### src/lsu_params.svh
`ifndef LSU_PARAMS_SVH
`define LSU_PARAMS_SVH

// datapath widths
`define LSU_XLEN    32  // data and address
`define LSU_RIDX    5   // register index
`define LSU_EXPW    7   // exception code
`define LSU_SELW    4   // byte lanes per word

// config bus word offsets
`define LSU_CFG_AW     3
`define LSU_CFG_BASE   3'd0  // window base
`define LSU_CFG_MASK   3'd1  // window mask
`define LSU_CFG_CTRL   3'd2  // bit 0 is check enable
`define LSU_CFG_FCNT   3'd3  // fault count, read only
`define LSU_CFG_FADDR  3'd4  // last fault address, read only

`endif

### src/lsu_pkg.sv
`default_nettype none

`include "lsu_params.svh"

package lsu_pkg;

    // access size, same coding as the execute stage
    typedef enum logic [1:0] {
        W_BYTE = 2'b00,
        W_HALF = 2'b01,
        W_WORD = 2'b10
    } mem_width_e;

    // codes raised here, upstream codes pass through untouched
    typedef enum logic [`LSU_EXPW-1:0] {
        EXC_NONE = 7'h00,
        EXC_ALE  = 7'h09,  // misaligned
        EXC_PME  = 7'h0a,  // outside protection window
        EXC_BUS  = 7'h0b   // bus error reply
    } exc_code_e;

    typedef enum logic [1:0] {
        WB_IDLE  = 2'b00,
        WB_CYCLE = 2'b01,
        WB_DONE  = 2'b10
    } wb_state_e;

    // operation from execute
    typedef struct packed {
        logic                 en;
        logic                 write;
        mem_width_e           width;
        logic                 sign;   // sign extend loads
        logic [`LSU_RIDX-1:0] rd;
        logic [`LSU_XLEN-1:0] base;
        logic [`LSU_XLEN-1:0] imm;
        logic [`LSU_XLEN-1:0] wdata;
        logic [`LSU_EXPW-1:0] exp;    // incoming exception
    } mem_op_t;

    // formed bus access
    typedef struct packed {
        logic                 go;     // bus access wanted now
        logic                 write;
        logic [`LSU_XLEN-1:0] addr;
        logic [`LSU_SELW-1:0] sel;
        logic [`LSU_XLEN-1:0] wdata;  // already in its lanes
        logic [`LSU_EXPW-1:0] exp;
    } mem_access_t;

    // write-back bundle
    typedef struct packed {
        logic                 valid;
        logic [`LSU_RIDX-1:0] rd;
        logic [`LSU_XLEN-1:0] data;
        logic [`LSU_EXPW-1:0] exp;
        logic [`LSU_XLEN-1:0] badv;
    } mem_result_t;

    // protection window from the config block
    typedef struct packed {
        logic [`LSU_XLEN-1:0] base;
        logic [`LSU_XLEN-1:0] mask;
        logic                 check_en;
    } lsu_window_t;

endpackage

`default_nettype wire

### src/lsu_ctrl_regs.sv
`timescale 1ns/1ps
`default_nettype none

`include "lsu_params.svh"

module lsu_ctrl_regs (
    input  logic                   clk,
    input  logic                   arst_n,
    input  logic                   cfg_cyc,
    input  logic                   cfg_stb,
    input  logic                   cfg_we,
    input  logic [`LSU_CFG_AW-1:0] cfg_adr,    // word offset
    input  logic [`LSU_XLEN-1:0]   cfg_dat_w,
    output logic [`LSU_XLEN-1:0]   cfg_dat_r,
    output logic                   cfg_ack,
    input  logic                   fault_pulse,
    input  logic [`LSU_XLEN-1:0]   fault_addr,
    output lsu_pkg::lsu_window_t   win
);

    logic                 req;        // new access, not yet acked
    logic [`LSU_XLEN-1:0] base_q;
    logic [`LSU_XLEN-1:0] mask_q;
    logic                 check_en_q;
    logic [`LSU_XLEN-1:0] fcnt_q;     // saturating fault count
    logic [`LSU_XLEN-1:0] faddr_q;

    // ack low for a cycle between accesses
    assign req = cfg_cyc & cfg_stb & ~cfg_ack;

    always_ff @(posedge clk or negedge arst_n) begin
        if (!arst_n) begin
            cfg_ack    <= 1'b0;
            base_q     <= '0;
            mask_q     <= '0;
            check_en_q <= 1'b0;   // window check off after reset
            fcnt_q     <= '0;
            faddr_q    <= '0;
        end else begin
            cfg_ack <= req;
            if (req && cfg_we) begin
                case (cfg_adr)
                    `LSU_CFG_BASE: base_q     <= cfg_dat_w;
                    `LSU_CFG_MASK: mask_q     <= cfg_dat_w;
                    `LSU_CFG_CTRL: check_en_q <= cfg_dat_w[0];
                    default: ;                      // fcnt and faddr ignore writes
                endcase
            end
            if (fault_pulse) begin
                if (!(&fcnt_q)) begin
                    fcnt_q <= fcnt_q + 1;           // stops at all ones
                end
                faddr_q <= fault_addr;
            end
        end
    end

    // read data registered with the ack
    always_ff @(posedge clk) begin
        if (req && !cfg_we) begin
            case (cfg_adr)
                `LSU_CFG_BASE:  cfg_dat_r <= base_q;
                `LSU_CFG_MASK:  cfg_dat_r <= mask_q;
                `LSU_CFG_CTRL:  cfg_dat_r <= {{(`LSU_XLEN-1){1'b0}}, check_en_q};
                `LSU_CFG_FCNT:  cfg_dat_r <= fcnt_q;
                `LSU_CFG_FADDR: cfg_dat_r <= faddr_q;
                default:        cfg_dat_r <= '0;   // unmapped reads as 0
            endcase
        end
    end

    assign win = '{
        base:     base_q,
        mask:     mask_q,
        check_en: check_en_q
    };

endmodule

`default_nettype wire

### src/mem_addr_stage.sv
`timescale 1ns/1ps
`default_nettype none

`include "lsu_params.svh"

module mem_addr_stage (
    input  lsu_pkg::mem_op_t     op,
    input  lsu_pkg::lsu_window_t win,
    input  logic                 busy,  // port still finishing this op
    output lsu_pkg::mem_access_t acc
);
    import lsu_pkg::*;

    logic [`LSU_XLEN-1:0] ea;         // effective address
    logic [1:0]           off;        // byte offset in word
    logic                 misaligned;
    logic                 win_fault;
    logic [`LSU_SELW-1:0] sel_base;   // enables before the shift
    logic [`LSU_SELW-1:0] sel;
    logic [`LSU_XLEN-1:0] wdata_rep;
    logic [`LSU_EXPW-1:0] exp_n;

    assign ea  = op.base + op.imm;
    assign off = ea[1:0];

    // size decode
    always_comb begin
        misaligned = 1'b0;
        sel_base   = 4'b1111;
        wdata_rep  = op.wdata;
        case (op.width)
            W_BYTE: begin
                sel_base  = 4'b0001;
                wdata_rep = {4{op.wdata[7:0]}};   // byte in every lane
            end
            W_HALF: begin
                sel_base   = 4'b0011;
                wdata_rep  = {2{op.wdata[15:0]}};
                misaligned = off[0];
            end
            default: begin
                misaligned = |off;              // word needs off == 0
            end
        endcase
    end

    // lanes picked by low address bits
    assign sel = sel_base << off;

    // window hit means masked address equals base
    assign win_fault = win.check_en & ((ea & win.mask) != win.base);

    // upstream code first, then alignment, then window
    always_comb begin
        if (!op.en) begin
            exp_n = EXC_NONE;
        end else if (op.exp != EXC_NONE) begin
            exp_n = op.exp;
        end else if (misaligned) begin
            exp_n = EXC_ALE;
        end else if (win_fault) begin
            exp_n = EXC_PME;
        end else begin
            exp_n = EXC_NONE;
        end
    end

    assign acc = '{
        go:    op.en & (exp_n == EXC_NONE) & ~busy,  // no reissue of a held op
        write: op.write,
        addr:  ea,
        sel:   sel,
        wdata: wdata_rep,
        exp:   exp_n
    };

endmodule

`default_nettype wire

### src/mem_stage_top.sv
`timescale 1ns/1ps
`default_nettype none

`include "lsu_params.svh"

module mem_stage_top (
    input  logic                   clk,
    input  logic                   arst_n,
    // pipeline
    input  lsu_pkg::mem_op_t       op,
    output lsu_pkg::mem_result_t   res,
    output logic                   stall,
    // data bus master
    output logic                   cyc,
    output logic                   stb,
    output logic                   we,
    output logic [`LSU_XLEN-1:0]   adr,
    output logic [`LSU_SELW-1:0]   sel,
    output logic [`LSU_XLEN-1:0]   dat_w,
    input  logic [`LSU_XLEN-1:0]   dat_r,
    input  logic                   ack,
    input  logic                   err,
    // config bus slave
    input  logic                   cfg_cyc,
    input  logic                   cfg_stb,
    input  logic                   cfg_we,
    input  logic [`LSU_CFG_AW-1:0] cfg_adr,
    input  logic [`LSU_XLEN-1:0]   cfg_dat_w,
    output logic [`LSU_XLEN-1:0]   cfg_dat_r,
    output logic                   cfg_ack
);
    import lsu_pkg::*;

    mem_access_t          acc;
    lsu_window_t          win;
    logic                 busy;
    logic                 done;
    logic                 bus_err;
    logic [`LSU_XLEN-1:0] rdata;
    logic                 fault_pulse;
    logic [`LSU_XLEN-1:0] fault_addr;

    // address, alignment and window check
    mem_addr_stage u_addr (
        .op   (op),
        .win  (win),
        .busy (busy),
        .acc  (acc)
    );

    wb_data_port u_port (
        .clk     (clk),
        .arst_n  (arst_n),
        .acc     (acc),
        .cyc     (cyc),
        .stb     (stb),
        .we      (we),
        .adr     (adr),
        .sel     (sel),
        .dat_w   (dat_w),
        .dat_r   (dat_r),
        .ack     (ack),
        .err     (err),
        .done    (done),
        .bus_err (bus_err),
        .rdata   (rdata),
        .busy    (busy)
    );

    // result register and stall
    mem_wb_stage u_wb (
        .clk         (clk),
        .arst_n      (arst_n),
        .op          (op),
        .acc         (acc),
        .done        (done),
        .bus_err     (bus_err),
        .rdata       (rdata),
        .res         (res),
        .stall       (stall),
        .fault_pulse (fault_pulse),
        .fault_addr  (fault_addr)
    );

    lsu_ctrl_regs u_regs (
        .clk         (clk),
        .arst_n      (arst_n),
        .cfg_cyc     (cfg_cyc),
        .cfg_stb     (cfg_stb),
        .cfg_we      (cfg_we),
        .cfg_adr     (cfg_adr),
        .cfg_dat_w   (cfg_dat_w),
        .cfg_dat_r   (cfg_dat_r),
        .cfg_ack     (cfg_ack),
        .fault_pulse (fault_pulse),
        .fault_addr  (fault_addr),
        .win         (win)
    );

endmodule

`default_nettype wire

### src/mem_wb_stage.sv
`timescale 1ns/1ps
`default_nettype none

`include "lsu_params.svh"

module mem_wb_stage (
    input  logic                 clk,
    input  logic                 arst_n,
    input  lsu_pkg::mem_op_t     op,
    input  lsu_pkg::mem_access_t acc,
    input  logic                 done,
    input  logic                 bus_err,
    input  logic [`LSU_XLEN-1:0] rdata,
    output lsu_pkg::mem_result_t res,
    output logic                 stall,
    output logic                 fault_pulse,
    output logic [`LSU_XLEN-1:0] fault_addr
);
    import lsu_pkg::*;

    logic [1:0]           off;
    logic [7:0]           byte_v;
    logic [15:0]          half_v;
    logic [`LSU_XLEN-1:0] load_v;     // extended load value
    logic [`LSU_EXPW-1:0] exp_n;      // merged code
    logic                 has_exc;
    logic                 take;       // register the result this edge

    logic                 valid_q;
    logic [`LSU_RIDX-1:0] rd_q;
    logic [`LSU_XLEN-1:0] data_q;
    logic [`LSU_EXPW-1:0] exp_q;
    logic [`LSU_XLEN-1:0] badv_q;

    assign off = acc.addr[1:0];

    // lane select and extend
    always_comb begin
        byte_v = rdata[{off, 3'b000} +: 8];
        half_v = off[1] ? rdata[31:16] : rdata[15:0];
        case (op.width)
            W_BYTE:  load_v = {{24{op.sign & byte_v[7]}}, byte_v};
            W_HALF:  load_v = {{16{op.sign & half_v[15]}}, half_v};
            default: load_v = rdata;
        endcase
    end

    // acc.exp already holds upstream, ALE and PME in order
    assign exp_n   = (acc.exp != EXC_NONE) ? acc.exp :
                     bus_err               ? EXC_BUS : EXC_NONE;
    assign has_exc = (exp_n != EXC_NONE);

    // faults finish at once, bus ops on done, only once per held op
    assign take  = op.en & ~valid_q & ((acc.exp != EXC_NONE) | done);
    assign stall = op.en & ~valid_q;

    // counted faults exclude codes from upstream
    assign fault_pulse = take & has_exc & (op.exp == EXC_NONE);
    assign fault_addr  = acc.addr;

    always_ff @(posedge clk or negedge arst_n) begin
        if (!arst_n) begin
            valid_q <= 1'b0;
        end else begin
            valid_q <= take;   // one cycle, op moves on after it
        end
    end

    always_ff @(posedge clk) begin
        if (take) begin
            rd_q   <= has_exc ? '0 : op.rd;
            data_q <= (has_exc || op.write) ? '0 : load_v;   // stores return 0
            exp_q  <= exp_n;
            badv_q <= (has_exc && op.exp == EXC_NONE) ? acc.addr : '0;
        end
    end

    assign res = '{
        valid: valid_q,
        rd:    rd_q,
        data:  data_q,
        exp:   exp_q,
        badv:  badv_q
    };

endmodule

`default_nettype wire

### src/wb_data_port.sv
`timescale 1ns/1ps
`default_nettype none

`include "lsu_params.svh"

module wb_data_port (
    input  logic                 clk,
    input  logic                 arst_n,
    input  lsu_pkg::mem_access_t acc,
    output logic                 cyc,
    output logic                 stb,
    output logic                 we,
    output logic [`LSU_XLEN-1:0] adr,
    output logic [`LSU_SELW-1:0] sel,
    output logic [`LSU_XLEN-1:0] dat_w,
    input  logic [`LSU_XLEN-1:0] dat_r,
    input  logic                 ack,
    input  logic                 err,
    output logic                 done,     // access finished this cycle
    output logic                 bus_err,
    output logic [`LSU_XLEN-1:0] rdata,
    output logic                 busy
);
    import lsu_pkg::*;

    wb_state_e state_q;
    wb_state_e state_n;
    logic      start;     // launch a cycle on the next edge
    logic      end_cyc;   // slave replied

    assign start   = (state_q == WB_IDLE) & acc.go;
    assign end_cyc = (state_q == WB_CYCLE) & (ack | err);

    always_comb begin
        state_n = state_q;
        case (state_q)
            WB_IDLE: begin
                if (acc.go) begin
                    state_n = WB_CYCLE;
                end
            end
            WB_CYCLE: begin
                if (ack || err) begin
                    state_n = WB_DONE;   // any number of wait states before this
                end
            end
            default: begin
                state_n = WB_IDLE;       // result registers during done
            end
        endcase
    end

    always_ff @(posedge clk or negedge arst_n) begin
        if (!arst_n) begin
            state_q <= WB_IDLE;
        end else begin
            state_q <= state_n;
        end
    end

    // address phase captured once, stable through wait states
    always_ff @(posedge clk) begin
        if (start) begin
            we    <= acc.write;
            adr   <= acc.addr;
            sel   <= acc.sel;
            dat_w <= acc.wdata;
        end
    end

    assign cyc = (state_q == WB_CYCLE);
    assign stb = (state_q == WB_CYCLE);   // classic, no pipelined strobes

    // reply handed over in the ack cycle
    assign done    = end_cyc;
    assign bus_err = end_cyc & err;
    assign rdata   = (end_cyc & ~err) ? dat_r : '0;

    assign busy = (state_q != WB_IDLE);   // cycle plus result cycle

endmodule

`default_nettype wire
### config.mk
export PLATFORM = sky130hd
export DESIGN_NAME = mem_stage_top
export DESIGN_NICKNAME = d
export VERILOG_FILES = /design/src/lsu_pkg.sv /design/src/lsu_ctrl_regs.sv /design/src/mem_addr_stage.sv /design/src/mem_stage_top.sv /design/src/mem_wb_stage.sv /design/src/wb_data_port.sv
export VERILOG_INCLUDE_DIRS = /design/src
export SDC_FILE = /design/constraint.sdc
export NUM_CORES = 1
export LEC_CHECK = 0
export BUFFER_PORTS_ARGS = -buffer_cell sky130_fd_sc_hd__clkbuf_2
export CAP_MARGIN = 40
export CORE_MARGIN = 2
export CORE_UTILIZATION = 52
export CTS_CLUSTER_DIAMETER = 100
export DETAILED_ROUTE_END_ITERATION = 7
export PLACE_DENSITY_LB_ADDON = 0.05
export SETUP_SLACK_MARGIN = 0.2
export SYNTH_ARGS = -nofsm -noshare
export SYNTH_HDL_FRONTEND = slang
export SYNTH_HIERARCHICAL = 1
export SYNTH_SLANG_ARGS = --single-unit
### constraint.sdc
create_clock -name clk -period 19.9 [get_ports clk]
set_input_delay 2.985 -clock clk [delete_from_list [all_inputs] [get_ports clk]]
set_output_delay 2.985 -clock clk [all_outputs]
set_load 0.02 [all_outputs]
# [Yosys cells after proc, flatten, opt, wreduce, memory -nomap -nowiden]
# Index checks and enable logic that the tools add are counted.
[word_totals] in_bits=187 reg_bits=310
[classes] mux=16 n_eq_ne=9 n_shift=2 add_sub_neg=2 n_reduce_logical=22 bitwise_logic=23
[op_table] cell="$pmux 32 s5" n=1
[op_table] cell="$pmux 32 s2" n=2
[op_table] cell="$add 32x1->32 const B" n=1
[op_table] cell="$add 32x32->32" n=1
[op_table] cell="$and 32x32->32" n=1
[op_table] cell="$mux 32" n=1
[op_table] cell="$ne 32x32->1" n=1
[op_table] cell="$reduce_and 32->1" n=1
[op_table] cell="$shiftx 32x6->8" n=1
[op_table] cell="$mux 7" n=4
[op_table] cell="$reduce_bool 7->1" n=3
[op_table] cell="$mux 16" n=1
[op_table] cell="$and 1x1->1" n=15
[op_table] cell="$logic_not 7->1" n=2
[op_table] cell="$reduce_and 2->1" n=5
[op_table] cell="$mux 4" n=2
[op_table] cell="$pmux 4 s2" n=1
[op_table] cell="$eq 3x2->1 const B" n=2
[op_table] cell="$not 1->1" n=5
[op_table] cell="$eq 2x1->1 const B" n=2
[op_table] cell="$logic_not 2->1" n=2
[op_table] cell="$mux 2" n=2
[op_table] cell="$ne 2x1->1 const B" n=2
[op_table] cell="$pmux 2 s2" n=1
[op_table] cell="11 further kinds" n=15

# [Longest topological paths before layout]
# Gate-level depths: netlist (run 1).
[logic_depth] ltp_word=14 ltp_mapped=22 ltp_nobuf=20

# [Modules after synthesis]
# The synthesis (run 1) kept the hierarchy.
[modules_own_cells] module="lsu_ctrl_regs" instances=1 cells_each=507 seq_area_each_um2=4214.0 area_each_um2=6884.1
[modules_own_cells] module="mem_addr_stage" instances=1 cells_each=630 seq_area_each_um2=0.0 area_each_um2=4242.8
[modules_own_cells] module="mem_wb_stage" instances=1 cells_each=299 seq_area_each_um2=2307.2 area_each_um2=3761.1
[modules_own_cells] module="wb_data_port" instances=1 cells_each=116 seq_area_each_um2=2122.0 area_each_um2=2429.8

# [Worst setup path after synthesis (run 1)]
# OpenSTA, ideal clock, no wires.
[synth_timing] path_kind="in2reg" from="in op[39] in the netlist's numbering" to="reg u_port.adr[0], enable pin" t_required_ns=19.303 cell_stages=13 setup_ns=0.597 arrival_time_ns=10.748 slack_ns=8.554 path_buffers=0 path_cell_list="ha_1 > fa_1 > a211o_1 > a221o_4 > a31oi_4 > xnor2_1 > a21boi_0 > a211o_1 > a2111oi_4 > nand4_1 > o21ai_1 > and4bb_1 > nor3b_1"
[synth_lines] item="start: declaration" line_no="mem_stage_top.sv:10" source="input lsu_pkg::mem_op_t op,"
[synth_lines] item="end signal: assignment" line_no="wb_data_port.sv:65" source="adr <= acc.addr;"
[synth_lines] item="end: declaration" line_no="wb_data_port.sv:13" source="output logic [`LSU_XLEN-1:0] adr,"

==> impl_metrics.yaml, run 1 <==
grt:
  antenna_found_initial: 1
  grt_max_degree: 61
  grt_pass1_vias: 13600
  grt-ovfl-total: 0
  grtUsageTotal: 0.320
  grt_pass1_wl_um: 85800
placed_design:
  dp_hpwl_um: 42800
  io_buffers: 368
  place.gp.congestion: 0.957
  dp_cells: 2256
clock_network:
  clockRootBuffer: "clkbuf_16"
  numCtsBuffers: 35
  cts_setup_buffers: 0
  cts_tree: "yes"
  cts.path.max_buffers: 3
  path_clk_slew_ns: 0.06
  ctsHoldBuffers: 0
  h-tree-depth: 2
  cts_resized: 0
  clock_latency_ns: 0.52
  cts_sinks: 310
floorplanning:
  io_pins: 369
  fp.coreArea_sq_um: 32700
  initial_core_util: 0.530
  num_rows: 66
  die_h_um: 186
  dieArea_sq_um: 34800
  dieWidth_um: 186
detailed_routing:
  wl_per_cell_um: 24.4
  vias: 14100
  wirelength_um: 56600
  dr.pass1.iters: 5
  drt-vias-per-instance: 6.09
  drcViolationCount: 0
  drt_iter0_drc: 1359
  drtAntennaViolNets: 0
cells_and_area:
  antenna_cells: 0
  final_cell_count_no_fill: 2319
  drive_gt1_frac: 0.327
  area_delta_synth_final_pct: 17.7
  nets: 2071
  multi_input_area_sq_um: 7780
  num-fill-cells: 2756
  seq_area_sq_um: 8640
setup_path:
  path_delay_family: "compound AO/OA/AOI/OAI gates"
  worst_ep_required_time_ns: 20.29
  crit_buf_inv: 2
  end_kind: "register"
  critPathArrivalTime_ns: 9.28
  cp_max_fo: 33
  slowest_delay_ns: 0.65
  slowest_stage: "xor2_1"
  critical_path_class: "input port to register"
  start_kind: "input port"
  crit_chain: "clkbuf_2 -> ha_1 -> nand2_1 -> o21ai_0 -> a21oi_1 -> and3b_1 -> o41ai_2 -> xor2_1 -> a21oi_1 -> o2111ai_2 -> nor2_1 -> o31ai_1 -> or4_1 -> nor2_2 -> buf_4 -> nor3b_2 -> and3_1 -> nand4_1 -> a311oi_1 -> nand4_1 -> xnor2_1"
sta:
  fin_tns_setup_ns: 0
  hold_viol_final: 0
  slew_violations: 0
  rsz0062_at_grt: "false"
  worstMarginPinSlew_ns: 0.973
  setup_viol: 0
  finalClockSkew_ns: 0.0131
  finalCritPeriodShare: 0.447
  relSlewSlack: 0.348
  final.min_clock_period_ns: 8.89
  clock.fmax_mhz: 113
synth:
  yosys_most_used_dff: "edfxtp_1"
  synth.top_cells.by_area: "edfxtp_1 31%, dfrtp_1 19%, mux2_2 8.0%"
  syn_area_sq_um: 17300
  postSynthAreaPerCell_sq_um: 11.2
  yosys_warnings: 6
  syn_nets: 1772
  synth_cells: 1552
  async_flop_share: 0.429
  synth.top_cell.area_share: 0.307
  yosys.cell_count.top_type: "edfxtp_1"
  synth_edf_count: 177
  yosys.area.top_type: "edfxtp_1"
  ys_ff_latch: 310
  ys_seq_area_frac: 0.499
  synth_common_cells: "177 x edfxtp_1, 139 x nand2_1, 133 x dfrtp_1, 123 x mux2_2, 64 x a22oi_1"
  ys_types: 95
outcome:
  status: "complete, no violations"
pwr:
  clkPwrFrac: 0.373
  power.switching_uw: 513
  p_seq_frac: 0.438
  switching_share: 0.292
  p_int_uw: 1240
  irDropWorstVdd_mv: 0.0588
  power.density_nw_per_um2: 86.2
  power_frac_comb: 0.190
  power_leakage_uw: 0.00869
min_path:
  min_path_type: "register to register"
job:
  cap_violations: 0
==> routing by layer <==
layer,vias to the layer above,wire length (um),share of wire,global-route usage
li1,6388,-,-,-
met1,6972,22700,0.40,0.417
met2,668,27700,0.49,0.540
met3,98,4200,0.074,0.0568
met4,2,2060,0.036,0.114
met5,-,13,0.00023,0
==> sequential cells by signal, indices dropped and copies added (netlist names) <==
| register | flops |
|---|---|
| u_port/adr | 32 |
| u_regs/fcnt_q | 32 |
| u_regs/base_q | 32 |
| u_wb/valid_q | 1 |
| u_wb/data_q | 32 |
| u_wb/exp_q | 7 |
| u_regs/cfg_dat_r | 32 |
| u_port/state_q | 2 |
| u_port/sel | 4 |
| u_wb/rd_q | 5 |
| u_port/dat_w | 32 |
| u_wb/badv_q | 32 |
| u_regs/cfg_ack | 1 |
| u_regs/check_en_q | 1 |
| u_regs/faddr_q | 32 |
| u_port/we | 1 |
| u_regs/mask_q | 32 |
==> stage by stage <==
step	worst slack, ns	instance area, sq um	utilization	power [uW]	hold WS, ns
3_3_place_gp	10.86	19100	0.585	1100	0.487
2_1_floorplan	8.55	17300	-	990	0.460
5_1_grt	10.71	20400	0.623	1820	0.516
6_report	11.01	20400	0.623	1760	0.504
4_1_cts	11.30	20400	0.623	1760	0.499
3_5_place_dp	10.77	19200	0.588	1110	0.487
==> logic make-up after synthesis <==
kind of cell             synth area share
AO/OA/AOI/OAI                       0.134
AND/OR/NAND/NOR                     0.159
multiplexers                       0.0982
flip-flops                          0.499
adder cells (fa/ha/maj)            0.0243
XOR/XNOR                           0.0314
buffers and inverters              0.0535
==> area by class of cell <==
class | count | area share
sequential | 310 | 0.424
multi-input combinational | 1065 | 0.382
timing repair buffer | 395 | 0.102
clock buffer | 53 | 0.0512
tap | 442 | 0.0271
inverter | 44 | 0.00810
clock inverter | 10 | 0.00614
==> worst paths after layout <==
check                                         end  cells past startpoint  slack [ns]              start
worst max-delay path            u_regs/fcnt_q[23]                     21       11.01             op[60]
worst min-delay path             u_regs/fcnt_q[4]                      1        0.50   u_regs/fcnt_q[4]
min in group asynchronous       u_regs/faddr_q[1]                      1        2.52             arst_n
worst min register to register   u_regs/fcnt_q[4]                      1        0.50   u_regs/fcnt_q[4]
max in group asynchronous        u_regs/fcnt_q[9]                      3       16.10             arst_n
worst max register to register  u_regs/fcnt_q[30]                     19       14.50  u_regs/base_q[21]
==> power by group through the flow <==
stage               Clock [uW]  Sequential, uW  Combinational, uW
global route               693             773                354
finish                     655             769                333
global placement             0             778                323
detailed placement           0             780                327
CTS                        664             768                329
floorplan                    0             782                209
==> cell usage in the layout, fill, tap and decap left out, types with 10 or more instances in the layout <==
cell         n
edfxtp_1   177
a22oi_1     64
inv_1       44
nand2_1    139
ha_1        32
dfrtp_1    133
a31oi_1     23
clkbuf_16   36
a221oi_1    18
mux2_2     123
and3_1      20
buf_4       25
nand3_1     29
nor4_1      13
o21ai_0     46
nor2_1      52
xor2_1      21
a21oi_1     54
nor3_1      22
nand4_1     39
or3_1       10
nor3b_1     35
xnor2_1     41
mux2i_1     27
nor2b_1     12
and2_1      47
o21a_1      12
and4_1      10
o211ai_1    11
a21o_1      13
clkbuf_2   367
nand2b_1    22
(Power assumes the default switching activity.)
==> inputs of run 2 (changes only) <==
--- a/config.mk
+++ b/config.mk
@@ -6,10 +6,11 @@
 export SDC_FILE = /design/constraint.sdc
 export NUM_CORES = 1
 export LEC_CHECK = 0
+export ABC_AREA = 1
 export BUFFER_PORTS_ARGS = -buffer_cell sky130_fd_sc_hd__clkbuf_2
 export CAP_MARGIN = 40
 export CORE_MARGIN = 2
-export CORE_UTILIZATION = 52
+export CORE_UTILIZATION = 51
 export CTS_CLUSTER_DIAMETER = 100
 export DETAILED_ROUTE_END_ITERATION = 7
 export PLACE_DENSITY_LB_ADDON = 0.05
==> constraint.sdc (replaced) <==
create_clock -name clk -period 7.9 [get_ports clk]
set_input_delay 1.185 -clock clk [delete_from_list [all_inputs] [get_ports clk]]
set_output_delay 1.185 -clock clk [all_outputs]
set_load 0.02 [all_outputs]
==> run 2 against run 1 <==
Effect of this change: combinational power rose by 120%; register-to-register slack worse by 11 ns; routed wire length is 1.1% lower; critical endpoint is now u_regs/fcnt_q[12]; largest cell class unchanged; largest power group unchanged.
==> impl_metrics.yaml, run 2 <==
synth:
  ys_seq_area_frac: 0.480
  yosys.area.top_type: "edfxtp_1"
  synth_cells: 2322
  yosys.cell_count.top_type: "nand2_1"
  synth.top_cells.by_area: "edfxtp_1 30%, dfrtp_1 18%, nand2_1 16%"
  syn_area_sq_um: 18000
  yosys_warnings: 6
  yosys_most_used_dff: "edfxtp_1"
  synth_common_cells: "763 x nand2_1, 370 x inv_1, 188 x nor2_1, 177 x edfxtp_1, 133 x dfrtp_1"
  ys_ff_latch: 310
  ys_types: 44
  synth.top_cell.area_share: 0.295
  synth_edf_count: 177
  postSynthAreaPerCell_sq_um: 7.76
  syn_nets: 2542
  async_flop_share: 0.429
floorplanning:
  num_rows: 68
  dieArea_sq_um: 36800
  die_h_um: 192
  initial_core_util: 0.520
  dieWidth_um: 192
  io_pins: 369
  fp.coreArea_sq_um: 34600
clock_network:
  clockRootBuffer: "clkbuf_16"
  cts_resized: 0
  cts_sinks: 310
  clock_latency_ns: 0.54
  h-tree-depth: 2
  ctsHoldBuffers: 0
  cts.path.max_buffers: 3
  cts_tree: "yes"
  cts_setup_buffers: 0
  numCtsBuffers: 36
  path_clk_slew_ns: 0.06
min_path:
  hp-start: "u_regs/faddr_q[20]"
  worstHoldPathCells: 2
  min_path_type: "register to register"
  min_to: "u_regs/faddr_q[20]"
cells_and_area:
  area_delta_synth_final_pct: 17.9
  nets: 2863
  drive_gt1_frac: 0.208
  final_common_cell: "nand2_1"
  multi_input_area_sq_um: 7310
  num-fill-cells: 3234
  final_cell_mix: "763 x nand2_1, 368 x inv_1, 367 x clkbuf_2, 185 x nor2_1, 177 x edfxtp_1"
  fin_util: 0.613
  seq_area_sq_um: 8640
setup_path:
  slowest_stage: "fa_1"
  cp_max_fo: 66
  crit_start: "op[39]"
  r2r_cells: 25
  start_kind: "input port"
  critPathArrivalTime_ns: 6.49
  r2r_start: "u_regs/mask_q[0]"
  cpMostUsedCell: "nand2_1"
  end_kind: "register"
  critical_path_class: "input port to register"
  worst_ep_required_time_ns: 8.31
  worstReg2RegEnd: "u_regs/fcnt_q[12]"
  slowest_delay_ns: 0.45
  r2r_slack_ns: 3.39
sta:
  fin_tns_setup_ns: 0
  worstMarginPinSlew_ns: 0.896
  rsz0062_at_grt: "false"
  finalClockSkew_ns: 0.0162
  finalCritPeriodShare: 0.769
  setup_viol: 0
  slew_violations: 0
  final.min_clock_period_ns: 6.08
  clock.fmax_mhz: 165
  relSlewSlack: 0.403
  hold_viol_final: 0
detailed_routing:
  dr.pass1.iters: 6
  wl_per_cell_um: 17.9
  drcViolationCount: 0
  wirelength_um: 56000
  drt_iter0_drc: 1331
  drt-vias-per-instance: 5.19
  drtAntennaViolNets: 0
  vias: 16200
placed_design:
  place.gp.congestion: 0.970
  io_buffers: 368
  dp_hpwl_um: 42000
grt:
  grt_max_degree: 67
  grt_pass1_wl_um: 85800
  grt_pass1_vias: 15600
  grt-ovfl-total: 0
  grtUsageTotal: 0.305
  antenna_found_initial: 2
outcome:
  status: "complete, no violations"
pwr:
  irDropWorstVdd_mv: 0.150
  power_leakage_uw: 0.0105
  power.density_nw_per_um2: 205
job:
  cap_violations: 0
## run 2: worst max-delay path by stage
stage / endpoint / depth (start not counted)
after floorplan: u_wb/badv_q[0] / 28
after detailed placement: u_regs/fcnt_q[14] / 34
after CTS: u_regs/fcnt_q[12] / 34
after global placement: u_regs/fcnt_q[27] / 34
after global routing: u_regs/fcnt_q[21] / 32
final: u_regs/fcnt_q[12] / 34
## run 2: through the flow
step	area, sq um	std cells	worst slack [ns]	hold WS, ns	power [uW]
final	21200	3128	1.82	0.527	4350
after CTS	21200	3126	1.85	0.527	4380
after global routing	21200	3128	1.29	0.545	4550
after floorplan	18000	2322	2.36	0.476	2450
after detailed placement	20000	3060	1.32	0.513	2690
after global placement	19900	3055	1.42	0.509	2670
## run 2: worst max-delay path, delay by kind of cell
kind / cells / cell delay [ns]
AO/OA/AOI/OAI: 1 / 0.06
adder cells (fa/ha/maj): 2 / 0.70
buffers and inverters: 6 / 1.28
AND/OR/NAND/NOR: 25 / 3.17
## run 2: cells by family (layout without fill, tap and decap cells)
family                   Yosys count  in the layout  share of synthesized area
AND/OR/NAND/NOR                 1177           1177                      0.278
buffers and inverters            485            834                      0.116
flip-flops                       310            310                      0.480
AO/OA/AOI/OAI                    292            292                     0.0885
adder cells (fa/ha/maj)           33             33                     0.0233
XOR/XNOR                          25             25                     0.0142
other                              0              2                          0
## run 2: layer usage
| layer | share of wire | track usage | wire length, um | up-vias |
|---|---|---|---|---|
| li1 | - | - | - | 7931 |
| met1 | 0.42 | 0.403 | 23400 | 7521 |
| met2 | 0.46 | 0.500 | 26000 | 682 |
| met3 | 0.081 | 0.0535 | 4520 | 114 |
| met4 | 0.038 | 0.119 | 2150 | 0 |
| met5 | 0 | 0 | 0 | - |
## run 2: area by class of cell
cell class                      count  share of cell area
Timing Repair Buffer              390              0.0984
Inverter                          378              0.0673
Clock buffer                       54              0.0505
Tap cell                          455              0.0268
Sequential cell                   310               0.407
Multi-Input combinational cell   1527               0.344
Clock inverter                     12             0.00560
Antenna cell                        2            0.000236
## run 2: where the power goes
part	leakage [uW]	internal (uW)	switching, uW
combinational	0.00665	239	500
clock	0.000576	1010	676
sequential	0.00325	1850	79.8
